File: src/verilog/jpeg_mcu_pkg.sv
`default_nettype none

package jpeg_mcu_pkg;

    // sample width is fixed, the 64-bit RAM row holds eight of them
    localparam int SAMPLE_W = 8;

    // unsigned component sample as it comes from the sensor pipe
    typedef logic [SAMPLE_W-1:0] pixel_t;

    // level-shifted sample, DCT input range -128..127
    typedef logic signed [SAMPLE_W-1:0] sample_t;

    // one 4:4:4 pixel
    typedef struct packed {
        pixel_t y;
        pixel_t cb;
        pixel_t cr;
    } ycbcr_t;

    // per component valid, bit 0 y, bit 1 cb, bit 2 cr
    typedef logic [2:0] comp_valid_t;

    // one row of an 8x8 block, element 0 is the leftmost sample
    typedef sample_t [7:0] mcu_row_t;

    // block order inside a 4:2:0 MCU
    typedef enum logic [2:0] {Y0, Y1, Y2, Y3, CB, CR} mcu_sel_t;

    // JPEG level shift
    localparam pixel_t JPEG_BIAS = 8'd128;

endpackage

`default_nettype wire
File: src/verilog/chroma_subsampler.sv
`default_nettype none

module chroma_subsampler import jpeg_mcu_pkg::*; #(
    parameter int SENSOR_X_SIZE = 720,
    parameter int SENSOR_Y_SIZE = 720,
    localparam int XW           = $clog2(SENSOR_X_SIZE),
    localparam int YW           = $clog2(SENSOR_Y_SIZE)
) (
    input  wire logic          clk,
    input  wire logic          resetn,
    input  wire ycbcr_t        pix_i,
    input  wire logic          pix_valid_i,
    input  wire logic          hold_i,
    input  wire logic [XW-1:0] pixel_cnt_i,
    input  wire logic [YW-1:0] line_cnt_i,
    output ycbcr_t             ycc_o,
    output comp_valid_t        comp_valid_o,
    output logic      [XW-1:0] pixel_cnt_o,
    output logic      [YW-1:0] line_cnt_o,
    output logic               accept_o
);

    // rounded mean of two samples
    function automatic pixel_t pair_avg(input pixel_t a, input pixel_t b);
        logic [8:0] sum;
        sum = {1'b0, a} + {1'b0, b} + 9'd1;
        return sum[8:1];
    endfunction

    // even pixel, later odd pixel y plus cr average
    ycbcr_t          lat;
    // odd pixel beat waiting for its slot
    logic            pend;
    logic [XW-1:0]   pend_x;
    logic [YW-1:0]   pend_y;
    logic            odd_acc;
    pixel_t          cb_avg;
    pixel_t          cr_avg;

    assign accept_o = pix_valid_i & ~hold_i;
    assign odd_acc  = accept_o & pixel_cnt_i[0];
    assign cb_avg   = pair_avg(lat.cb, pix_i.cb);
    assign cr_avg   = pair_avg(lat.cr, pix_i.cr);

    always_ff @(posedge clk) begin
        if (!resetn) begin
            pend <= 1'b0;
        end else begin
            // set by the odd pixel, always drained on the next cycle
            pend <= odd_acc;
        end
    end

    // pixel payload
    always_ff @(posedge clk) begin
        if (accept_o && !pixel_cnt_i[0]) begin
            lat <= pix_i;
        end else if (odd_acc) begin
            lat.y  <= pix_i.y;
            lat.cr <= cr_avg;
            pend_x <= pixel_cnt_i;
            pend_y <= line_cnt_i;
        end
    end

    always_comb begin
        ycc_o        = lat;
        comp_valid_o = '0;
        pixel_cnt_o  = pend_x;
        line_cnt_o   = pend_y;
        if (pend) begin
            // odd pixel with cr, chroma only on even lines
            comp_valid_o = {~pend_y[0], 1'b0, 1'b1};
        end else if (odd_acc) begin
            // even pixel with cb
            ycc_o.cb     = cb_avg;
            comp_valid_o = {1'b0, ~line_cnt_i[0], 1'b1};
            pixel_cnt_o  = {pixel_cnt_i[XW-1:1], 1'b0};
            line_cnt_o   = line_cnt_i;
        end
    end

    // buffer fills only after the cr beat of a strip's last pixel
    a_pend_no_hold: assert property (@(posedge clk) disable iff (!resetn)
        pend |-> !hold_i);

endmodule

`default_nettype wire

File: config.mk
export PLATFORM = sky130hd
export DESIGN_NAME = chroma_subsampler
export DESIGN_NICKNAME = d
export VERILOG_FILES = /design/src/verilog/jpeg_mcu_pkg.sv /design/src/verilog/chroma_subsampler.sv
export SDC_FILE = /design/constraint.sdc
export NUM_CORES = 1
export LEC_CHECK = 0
export ABC_CLOCK_PERIOD_IN_PS = 2100
export BUFFER_PORTS_ARGS = -buffer_cell sky130_fd_sc_hd__buf_2
export CAP_MARGIN = 20
export CORE_ASPECT_RATIO = 1.25
export CORE_MARGIN = 10
export CORE_UTILIZATION = 50
export DETAILED_ROUTE_END_ITERATION = 16
export PLACE_DENSITY = 0.8
export SYNTH_ARGS = -nofsm -noshare
export SYNTH_HDL_FRONTEND = slang
export SYNTH_SLANG_ARGS = --single-unit
File: constraint.sdc
create_clock -name clk -period 2.1 [get_ports clk]
set_input_delay 0.42 -clock clk [delete_from_list [all_inputs] [get_ports clk]]
set_output_delay 0.42 -clock clk [all_outputs]
set_load 0.01 [all_outputs]
==> impl_metrics.env <==
export IMPL_status="finished with violations"
export IMPL_violations="setup timing"
export IMPL_synth_area_leaders="edfxtp_1 (50%), nand2_1 (10%), ha_1 (6.6%)"
export IMPL_cts_tree="yes"
export IMPL_cp_end_kind="output pin"
export IMPL_cpPeakStageDelay_ns=0.44
export IMPL_ys_types=41
export IMPL_die_w_microns=85.3
export IMPL_crit_start="lat[10]"
export IMPL_worstSetupPathType="reg2out"
export IMPL_synth_cells=256
export IMPL_ir_drop_v=0.000457
export IMPL_final_seq_area_sq_um=1340
export IMPL_netlist_area_sq_um=2670
export IMPL_synth_seq_cells=45
export IMPL_gr_usage_all_layers_pct=14.4
export IMPL_grt_max_degree=17
export IMPL_cp_arrival_ns=2.04
export IMPL_hold_path_end="ycc_o[16]"
export IMPL_worst_pin_slew_ns=0.389
export IMPL_drtPass1Iterations=4
export IMPL_maxCapViolations=0
export IMPL_fin_worst_skew_ns=0.000834
export IMPL_die_h_microns=102
export IMPL_vias=2174
export IMPL_worstPathMaxFanout=3
export IMPL_h_tree_depth=2
export IMPL_grt_pass1_vias=2269
export IMPL_ys_top_cells_by_count="nand2_1 (73), edfxtp_1 (44), buf_4 (17)"
export IMPL_slew_viol_final=0
export IMPL_p_leak_nw=1.62
export IMPL_rr_startpoint="ycc_o[1]"
export IMPL_setup_viol=7
export IMPL_ys_flop_type="edfxtp_1"
export IMPL_final_hold_violation_count=0
export IMPL_drc_errors=0
export IMPL_synth_seq_area_share_pct=50.3
export IMPL_r2r_end="ycc_o[5]"
export IMPL_p_per_area_nw_per_um2=659
export IMPL_fin_cells=422
export IMPL_antenna_found_initial=0
export IMPL_syn_to_final_growth_pct=26.9
export IMPL_preCtsSetupSlack_ns=-0.233
export IMPL_cts_made_buffers=5
export IMPL_netlist_area_leader_share_pct=49.6
export IMPL_netlist_top_cell_by_area="edfxtp_1"
export IMPL_root_buffer="clkbuf_8"
export IMPL_portBuffers=95
export IMPL_num_antenna_cells=0
export IMPL_drt_iter0_drc=114
export IMPL_rr_worst_depth=7
export IMPL_place_congestion=0.865
export IMPL_layout_drive_gt1_share_pct=42.2
export IMPL_yosysWarnings=0
export IMPL_r2r_slack_ns=0.15
export IMPL_hpwl_microns=5250
export IMPL_cp_slowest_cell="edfxtp_1"
export IMPL_rows=29
export IMPL_syn_area_per_cell_sq_um=10.4
export IMPL_final_period_utilization_pct=117
export IMPL_fin_crit_ns=2.46
export IMPL_holdPathStages=1
export IMPL_relSlewSlack_pct=74.0
export IMPL_critPathTopFamily="compound AO/OA/AOI/OAI gates"
export IMPL_path_buf_inv=2
export IMPL_drt_wl_total_microns=6600
export IMPL_fin_hold_ws_ns=0.300
export IMPL_layout_setup_ws_ns=-0.365
export IMPL_cp_common_cell="o21ai_1"
export IMPL_path_cells="ha_4, buf_4, nand2_1, o21ai_1, a31oi_1, xor2_1, o21ai_1, buf_2"
export IMPL_min_delay_start="pix_i[16]"
export IMPL_clock_latency_ns=0.29
export IMPL_path_clk_slew_ns=0.08
export IMPL_viasPerCell=5.15
export IMPL_antenna_left=0
export IMPL_ctsLongestPathBuffers=2
export IMPL_multiInputGateArea_sq_um=1180
export IMPL_clock_sinks=45
export IMPL_finalNetCount=423
export IMPL_initial_core_util_pct=52.1
export IMPL_grt_pass1_wl_microns=10300
export IMPL_cp_required_ns=1.68
export IMPL_syn_nets=320
export IMPL_dp_cells=409
export IMPL_dieArea_sq_um=8670
export IMPL_postCtsHoldBufs=0
export IMPL_core_sq_um=5120
export IMPL_wl_per_cell_microns=15.6
export IMPL_filler_cell_count=413
export IMPL_rsz0062_at_grt="yes"
export IMPL_max_freq_mhz=406
export IMPL_synth_edf_count=44
export IMPL_holdCritPathClass="in2reg"
export IMPL_grt_ovfl_total=0
export IMPL_start_kind="flip-flop"
export IMPL_yosysMostFrequentCell="nand2_1"
export IMPL_io_pins=96
export IMPL_ys_async_sr_fraction_pct=0
[routing by layer]
layer	share of wire [%]	wire length, microns	track usage (%)	vias up
met5	0	0	0	-
met4	1.8	117	5.46	0
met3	9.7	638	6.75	11
met2	50	3270	24.7	79
met1	39	2570	15.1	1003
li1	-	-	-	1081
[where the power goes]
part | internal (mW) | leakage, nW | switching [mW]
sequential | 1.09 | 0.428 | 0.0355
combinational | 0.282 | 1.14 | 0.307
clock | 0.230 | 0.0455 | 0.288
[placed cells by master (no fill, tap or decap), types with 2 or more instances in the layout]
master    instances
a21o_1            7
a21oi_1          10
a31oi_1           2
and3_1            2
and4_1            2
buf_2            95
buf_4            24
clkbuf_8          5
edfxtp_1         44
ha_1             12
ha_4              2
inv_1             6
inv_2             2
mux2_2           10
nand2_1          73
nand2b_1          4
nor2_1            9
nor2b_1           2
o21ai_0           4
o21ai_1           8
o21ai_2           2
xnor2_1           2
xor2_1            4
[through the flow]
stage	util (%)	TNS (ns)	total power [mW]	area, sq um
2_1_floorplan	-	0	1.50	2670
3_3_place_gp	62.7	-0.587	1.69	3210
3_5_place_dp	62.7	-0.743	1.71	3210
4_1_cts	64.8	-1.74	2.23	3320
5_1_grt	66.1	-2.55	2.35	3380
6_report	66.1	-1.85	2.23	3380
[flip-flops by register name (all words and copies together) (netlist names)]
signal	count
pend_y	10
lat	8
ycc_o	16
pend_x	10
pend	1
[layout make-up]
cell class                 instances  share of cell area, %
clock inverter                     3                  0.518
timing repair buffer             120                   19.7
sequential                        45                   39.7
inverter                           8                  0.888
multi-input combinational        179                   34.9
tap                               62                   2.29
clock buffer                       5                   2.03
[worst max-delay path by stage]
stage	slack (ns)	endpoint	cells after the start
after global placement	-0.21	ycc_o[15]	9
final	-0.36	ycc_o[12]	8
after CTS	-0.39	ycc_o[13]	8
after floorplan	0.03	ycc_o[15]	7
after detailed placement	-0.23	ycc_o[15]	9
after global routing	-0.50	ycc_o[13]	8
[cell families (layout without fill, tap and decap cells)]
group,count (synthesis),after routing,synth area share (%)
adders and majority gates,16,16,8.08
and+or+nand+nor,100,100,16.6
DFF,45,45,50.3
muxes,11,11,4.60
xor gates and xnor gates,7,7,2.30
AOI/OAI and AO/OA,45,45,10.7
buffers and inverters,32,136,7.46
[timing repair]
action,CTS,global route
gates resized for setup,4,7
endpoints found under the setup margin,7,8
setup buffers,1,4
pin swaps,1,5
(Power assumes the default switching activity.)
