<file path="config.mk">
export PLATFORM = sky130hd
export DESIGN_NAME = raster_counter
export DESIGN_NICKNAME = d
export VERILOG_FILES = /design/src/verilog/raster_counter.sv
export SDC_FILE = /design/constraint.sdc
export NUM_CORES = 1
export LEC_CHECK = 0
export BUFFER_PORTS_ARGS = -buffer_cell sky130_fd_sc_hd__buf_4
export CORE_MARGIN = 2
export CORE_UTILIZATION = 49
export CTS_CLUSTER_DIAMETER = 60
export DETAILED_ROUTE_END_ITERATION = 7
export PLACE_DENSITY_LB_ADDON = 0.3
export SLEW_MARGIN = 10
export SYNTH_ARGS = -nofsm -noshare
export SYNTH_HDL_FRONTEND = slang
export SYNTH_SLANG_ARGS = --single-unit
</file>
<file path="constraint.sdc">
create_clock -name clk -period 1.8 [get_ports clk]
set_input_delay 0.27 -clock clk [delete_from_list [all_inputs] [get_ports clk]]
set_output_delay 0.27 -clock clk [all_outputs]
set_load 0.01 [all_outputs]
</file>
<file path="src/verilog/raster_counter.sv">
`default_nettype none

module raster_counter #(
    parameter int SENSOR_X_SIZE = 720,
    parameter int SENSOR_Y_SIZE = 720,
    localparam int XW           = $clog2(SENSOR_X_SIZE),
    localparam int YW           = $clog2(SENSOR_Y_SIZE)
) (
    input  wire logic          clk,
    input  wire logic          resetn,
    input  wire logic          accept_i,
    input  wire logic [XW-1:0] x_size_m1_i,
    input  wire logic [YW-1:0] y_size_m1_i,
    output logic      [XW-1:0] pixel_cnt_o,
    output logic      [YW-1:0] line_cnt_o
);

    typedef logic [XW-1:0] xpos_t;
    typedef logic [YW-1:0] ypos_t;

    // position of the next pixel to be accepted
    xpos_t x_q;
    ypos_t y_q;

    always_ff @(posedge clk) begin
        if (!resetn) begin
            x_q <= '0;
            y_q <= '0;
        end else if (accept_i) begin
            if (x_q == x_size_m1_i) begin
                // end of line
                x_q <= '0;
                if (y_q == y_size_m1_i) begin
                    // last line, next pixel opens a new frame
                    y_q <= '0;
                end else begin
                    y_q <= y_q + 1'b1;
                end
            end else begin
                x_q <= x_q + 1'b1;
            end
        end
    end

    // valid in the same cycle as the accepted pixel
    assign pixel_cnt_o = x_q;
    assign line_cnt_o  = y_q;

    // frame must fit the line buffers
    a_x_size: assert property (@(posedge clk) disable iff (!resetn)
        x_size_m1_i < SENSOR_X_SIZE);
    a_y_size: assert property (@(posedge clk) disable iff (!resetn)
        y_size_m1_i < SENSOR_Y_SIZE);

endmodule

`default_nettype wire

</file>
==> results.cfg, run 1 <==
[layout]
syn_to_final_growth_pct = 37.0
antennaDiodeCount = 0
multi_input_area_sq_um = 790
final_cell_mix = 53 x buf_4, 18 x xnor2_1, 18 x dfxtp_1
final_layout_size_suffix_gt1_share_pct = 35.6
fill_cells = 209
final_common_cell = buf_4
regArea_sq_um = 403
final_nets = 217

[hold_path]
min_path_type = primary input to register

[synth]
synth_area_sq_um = 1220
synthDistinctLibCells = 31
synthTopCellsByArea = dfxtp_1 33%, xnor2_1 13%, xor2_1 7.9%
synth_enable_flop_cells = 0
synth.ff_latch_count = 20
ys_seq_area_share_pct = 32.9
ys.flop_type = dfxtp_1
synthCells = 142
yosysWarnings = 0
async_flop_share_pct = 0
syn-num-nets = 167
avgSynthCellArea_sq_um = 8.57
netlist.area_leader.share_pct = 32.9
yosysTopAreaCell = dfxtp_1

[die]
core_region_area_sq_um = 2410
fp.dieW_microns = 53.8
floorplan.initialDensity_pct = 50.5
die-area_sq_um = 2900
rows = 18
io_pins = 43
die_h_microns = 53.8

[power]
peakVddDrop_mv = 0.410
total_power_w = 0.000834
p_leak_nw = 0.681
power_density_nw_per_um2 = 500

[critical_path]
worstPathRequired_ps = 2040
endpoint_kind = register
crit_fanout = 4
critPathArrivalTime_ps = 1940
crit_type = register to register
start_kind = register
r2r_slack_ps = 100

[global_route]
grt_overflow = 0
met3_usage_pct = 3.89
antenna_found_initial = 0
grt_busiest_layer = met2
grt_pass1_vias = 1106
met2_usage_pct = 38.4
grt_max_degree = 30
grt_util_met1_pct = 25.3
globalRouteTotalUtil_pct = 21.8
grt_pass1_wl_microns = 4610

[placement]
place.gp.congestion = 0.804
port_buffers = 42
dpl.hpwl_microns = 2260

[clock_network]
post_cts_buffers = 0
cts.clk_slew.worst_paths_ps = 110
clock-sinks = 20
cts_tree = yes
tritoncts.num_buffers = 3
cts_buffer_depth = 2
root_buffer = clkbuf_4
htree_levels = 1
worstSkewPairLatency_ps = 300

[routing]
vias_per_cell = 5.59
drcViolationCount = 0
drt_iter0_drc = 22
routed_wire_length_per_instance_microns = 13.4
drt_pass1_iterations = 4
vias = 1236
wirelength_microns = 2970
ant_nets = 0

[timing]
finalCritPeriodShare_pct = 94.3
setup_viol = 0
clock_skew_ps = 4.21
max_slew_margin_pct = 75.4
hold_violations = 0
timing.fmax_mhz = 589
drv_slew = 0
tightest_slew_ps = 366
final.min_clock_period_ps = 1700
holdWs_ps = 273

[flow_run]
maxCapViolCount = 0

[status]
status = finished, final reports clean
==> per-layer routing <==
metal / wire length (microns) / vias to the layer above
met2: 1480 / 44
met1: 1250 / 582
met5: 0 / -
li1: - / 604
met3: 174 / 6
met4: 53 / 0
==> logic make-up after synthesis <==
family	after synthesis	synth area share, %
AO/OA/AOI/OAI	11	7.19
XOR/XNOR	29	20.9
adder cells (fa/ha/maj)	2	2.06
buffers and inverters	9	3.08
flip-flops	20	32.9
multiplexers	1	0.822
AND/OR/NAND/NOR	70	33.1
==> path summary, 6_finish.rpt <==
kind / end / start / cells after the start
max: line_cnt_o[9] / line_cnt_o[3] / 5
min reg2reg: line_cnt_o[1] / line_cnt_o[1] / 2
max reg2reg: line_cnt_o[9] / line_cnt_o[3] / 5
min: pixel_cnt_o[0] / accept_i / 3
==> sequential cells by signal (all words and copies together), names as in the netlist <==
name / cells
pixel_cnt_o: 10
line_cnt_o: 10
==> power by group <==
group / internal [W] / switching (W) / total, W / leakage, nW
clock network: 0.000123 / 0.000139 / 0.000262 / 0.0210
registers: 0.000447 / 0.00000369 / 0.000451 / 0.162
logic: 0.0000677 / 0.0000524 / 0.000120 / 0.497
total: 0.000639 / 0.000195 / 0.000834 / 0.681
==> metrics by stage <==
step                instances  instance area [sq um]  worst slack, ps  setup TNS [ps]  util (%)
floorplan                 142                   1220              153               0         -
global placement          217                   1620              150               0      67.2
detailed placement        217                   1620             64.5               0      67.2
CTS                       221                   1660             40.4               0      68.7
global route              221                   1670            -12.3           -12.3      69.2
finish                    221                   1670              103               0      69.2
==> worst max-delay path, stage by stage (launching register included) <==
cell and delay [ps]:
dfxtp_1 430, and4_4 270, nand4_2 130, or2_0 270, or3b_1 400, o211ai_2 140
==> layout make-up <==
class                      instances  area share [%]
sequential                        20            24.2
clock buffer                       4            2.18
inverter                           1           0.225
timing repair buffer              53            23.9
multi-input combinational        113            47.3
tap                               30            2.25
==> synthesized netlist by cell type (2+ instances only) <==
cell      number
xnor2_1       18
ha_1           2
or3b_2         2
xor2_1        11
nand3b_1       8
dfxtp_1       20
nor3_1         2
nor4_1         3
clkbuf_1       6
nand2_1       12
nand2b_1       2
o211ai_1       6
nand4_1       10
nand4b_1       3
o22ai_1        2
nor2_1        13
and3_1         2
nand3_1        7
==> timing repair <==
item                       CTS  global route
hold buffers                 0             0
setup endpoints to repair    0            18
resized for setup            0             5
No activity file was read; power rests on OpenSTA's default activity.
==> run 2, diff against run 1 <==
Settings changed: ABC_AREA set to 1, CORE_UTILIZATION 49 to 50.
==> run 2 against run 1 <==
Clock-buffer cell count shrank 1. Maximum frequency is 5.2% higher. Routed wire length rose by 8.5%. Critical path depth up 5. Area after synthesis increased by 13%. Hold slack better by 18 ps. Via count grew 15%. Synthesized cell count up 55%. Sequential share of layout area decreased by 1.5 points. Highest routed layer unchanged.
==> results.cfg, run 2 <==
[synth]
synthTopCellsByArea = dfxtp_1 29%, nand2_1 19%, inv_1 9.3%
synth.ff_latch_count = 20
syn-num-nets = 245
ys_seq_area_share_pct = 29.2
netlist.area_leader.share_pct = 29.2
synth_area_sq_um = 1370
yosysTopAreaCell = dfxtp_1
yosysWarnings = 0
yosysMostFrequentCell = nand2_1
synthDistinctLibCells = 27
synthCells = 220
yosys-top-cells-count = 69 x nand2_1, 34 x inv_1, 30 x nor2_1, 20 x dfxtp_1, 20 x nand3_1
async_flop_share_pct = 0
synth_enable_flop_cells = 0
ys.flop_type = dfxtp_1
avgSynthCellArea_sq_um = 6.24

[routing]
drt_iter0_drc = 56
drt-met1-wl_microns = 1450
highest_layer = met4
dr_wl_met2_microns = 1480
wirelength_microns = 3220
vias = 1421
met3_length_microns = 235
ant_nets = 0
vias_per_cell = 4.83
routed_wire_length_per_instance_microns = 10.9
drcViolationCount = 0
drt_pass1_iterations = 4

[global_route]
globalRouteTotalUtil_pct = 21.5
antenna_found_initial = 0
grt_max_degree = 18
grt_overflow = 0
grt_pass1_wl_microns = 5600
grt_pass1_vias = 1325

[critical_path]
crit_family = simple AND/OR/NAND/NOR gates
cpMostUsedCell = nand2_1
cp_num_buf_inv = 2
crit_type = register to register
critPathArrivalTime_ps = 1840
endpoint_kind = register
worstPathRequired_ps = 2020
start_kind = register
r2r.worst_path.cells = 10
path_cells = inv_1 -> nand2_1 -> nand2_1 -> nor2_1 -> nand2_1 -> nor2_4 -> nand2_4 -> nand2_2 -> or2_1 -> inv_1
slowest_delay_ps = 460
slowest_stage = dfxtp_1
cp_num_cells = 10
crit_fanout = 17

[layout]
fin_area_sq_um = 1770
antennaDiodeCount = 0
syn_to_final_growth_pct = 28.9
final_cell_mix = 69 x nand2_1, 44 x buf_4, 34 x inv_1
final_common_cell = nand2_1
final_layout_size_suffix_gt1_share_pct = 23.1
final_core_util_pct = 69.5
final_nets = 290

[die]
die-area_sq_um = 3180
die_h_microns = 56.4
io_pins = 43
core_region_area_sq_um = 2540
floorplan.initialDensity_pct = 53.9
rows = 18
fp.dieW_microns = 56.4

[timing]
final.setup.worst_slack_ps = 186
setup_viol = 0
timing.fmax_mhz = 620
setup_tns_ps = 0
rsz0062_at_grt = false
tightest_slew_ps = 316
finalCritPeriodShare_pct = 89.7
max_slew_margin_pct = 78.9
final.min_clock_period_ps = 1610
drv_slew = 0
clock_skew_ps = 1.30
hold_violations = 0

[clock_network]
ctsHoldBuffers = 0
cts_tree = yes
cts.clk_slew.worst_paths_ps = 120
tritoncts.num_buffers = 3
cts_buffer_depth = 2
htree_levels = 1
root_buffer = clkbuf_4
clock-sinks = 20
worstSkewPairLatency_ps = 310
post_cts_buffers = 0
ctsResizeCount = 0

[hold_path]
hold_depth = 3
min_path_type = primary input to register

[placement]
dpl_worst_slack_ps = 190
dpl.hpwl_microns = 2380
dpl_cell_area_sq_um = 1710
port_buffers = 42
place.gp.congestion = 0.823

[power]
peakVddDrop_mv = 0.758
total_power_w = 0.000941
power_density_nw_per_um2 = 532
p_leak_nw = 0.940

[status]
status = finished, final reports clean

[flow_run]
maxCapViolCount = 0
-- run 2: cell count changes after synthesis, moves of 5 or more --
cell      previous run  this run
nand2_1             12        69
inv_1                1        34
nor2_1              13        30
nand3_1              7        20
xnor2_1             18         6
nand3b_1             8         0
clkbuf_1             6         0
nand4_1             10         4
o211ai_1             6         0
a21oi_1              0         5
-- run 2: path summary, 6_finish.rpt --
check                 startpoint  slack, ps              to
setup / recovery  pixel_cnt_o[8]        190  pixel_cnt_o[5]
hold / removal            resetn        290   line_cnt_o[2]
setup reg to reg  pixel_cnt_o[8]        190  pixel_cnt_o[5]
hold reg to reg    line_cnt_o[9]        550   line_cnt_o[9]
-- run 2: area by class of cell --
type,count,area (sq um)
Fill cell,215,776
Multi-Input combinational cell,161,816
Inverter,35,131
Clock inverter,1,30.0
Tap cell,30,37.5
Sequential cell,20,402
Timing Repair Buffer,44,330
Clock buffer,3,22.5
-- run 2: logic make-up (layout without fill, tap and decap cells) --
kind of cell    Yosys count  after routing  share of synthesized area (%)
flops                    20             20                           29.2
xor+xnor                 15             15                           9.57
simple gates            133            133                           42.8
buf+inv                  39             83                           11.6
fa+ha+maj                 2              2                           1.82
mux                       1              1                          0.729
compound gates           10             10                           4.28
-- run 2: worst reg2reg max path: cells and delay by family (launching register included) --
family	cells	cell delay [ps]
DFF	1	460
and+or+nand+nor	8	960
buffers and inverters	2	90
-- run 2: per-stage QoR --
| step | hold WS, ps | instances |
|---|---|---|
| after floorplan | 531 | 220 |
| after global placement | 514 | 290 |
| after detailed placement | 538 | 290 |
| after CTS | 292 | 294 |
| after global routing | 298 | 294 |
| final | 291 | 294 |
-- run 2: where the power goes --
part / leakage [nW] / internal (W) / switching, W
sequential: 0.162 / 0.000447 / 0.00000748
combinational: 0.750 / 0.0000612 / 0.0000528
clock: 0.0279 / 0.000225 / 0.000147
total: 0.940 / 0.000733 / 0.000208
-- run 2: metal layers --
| layer | GRT usage (%) | vias to the layer above |
|---|---|---|
| li1 | - | 762 |
| met1 | 28.8 | 605 |
| met2 | 35.3 | 48 |
| met3 | 5.07 | 6 |
| met4 | 4.42 | 0 |
| met5 | 0 | - |
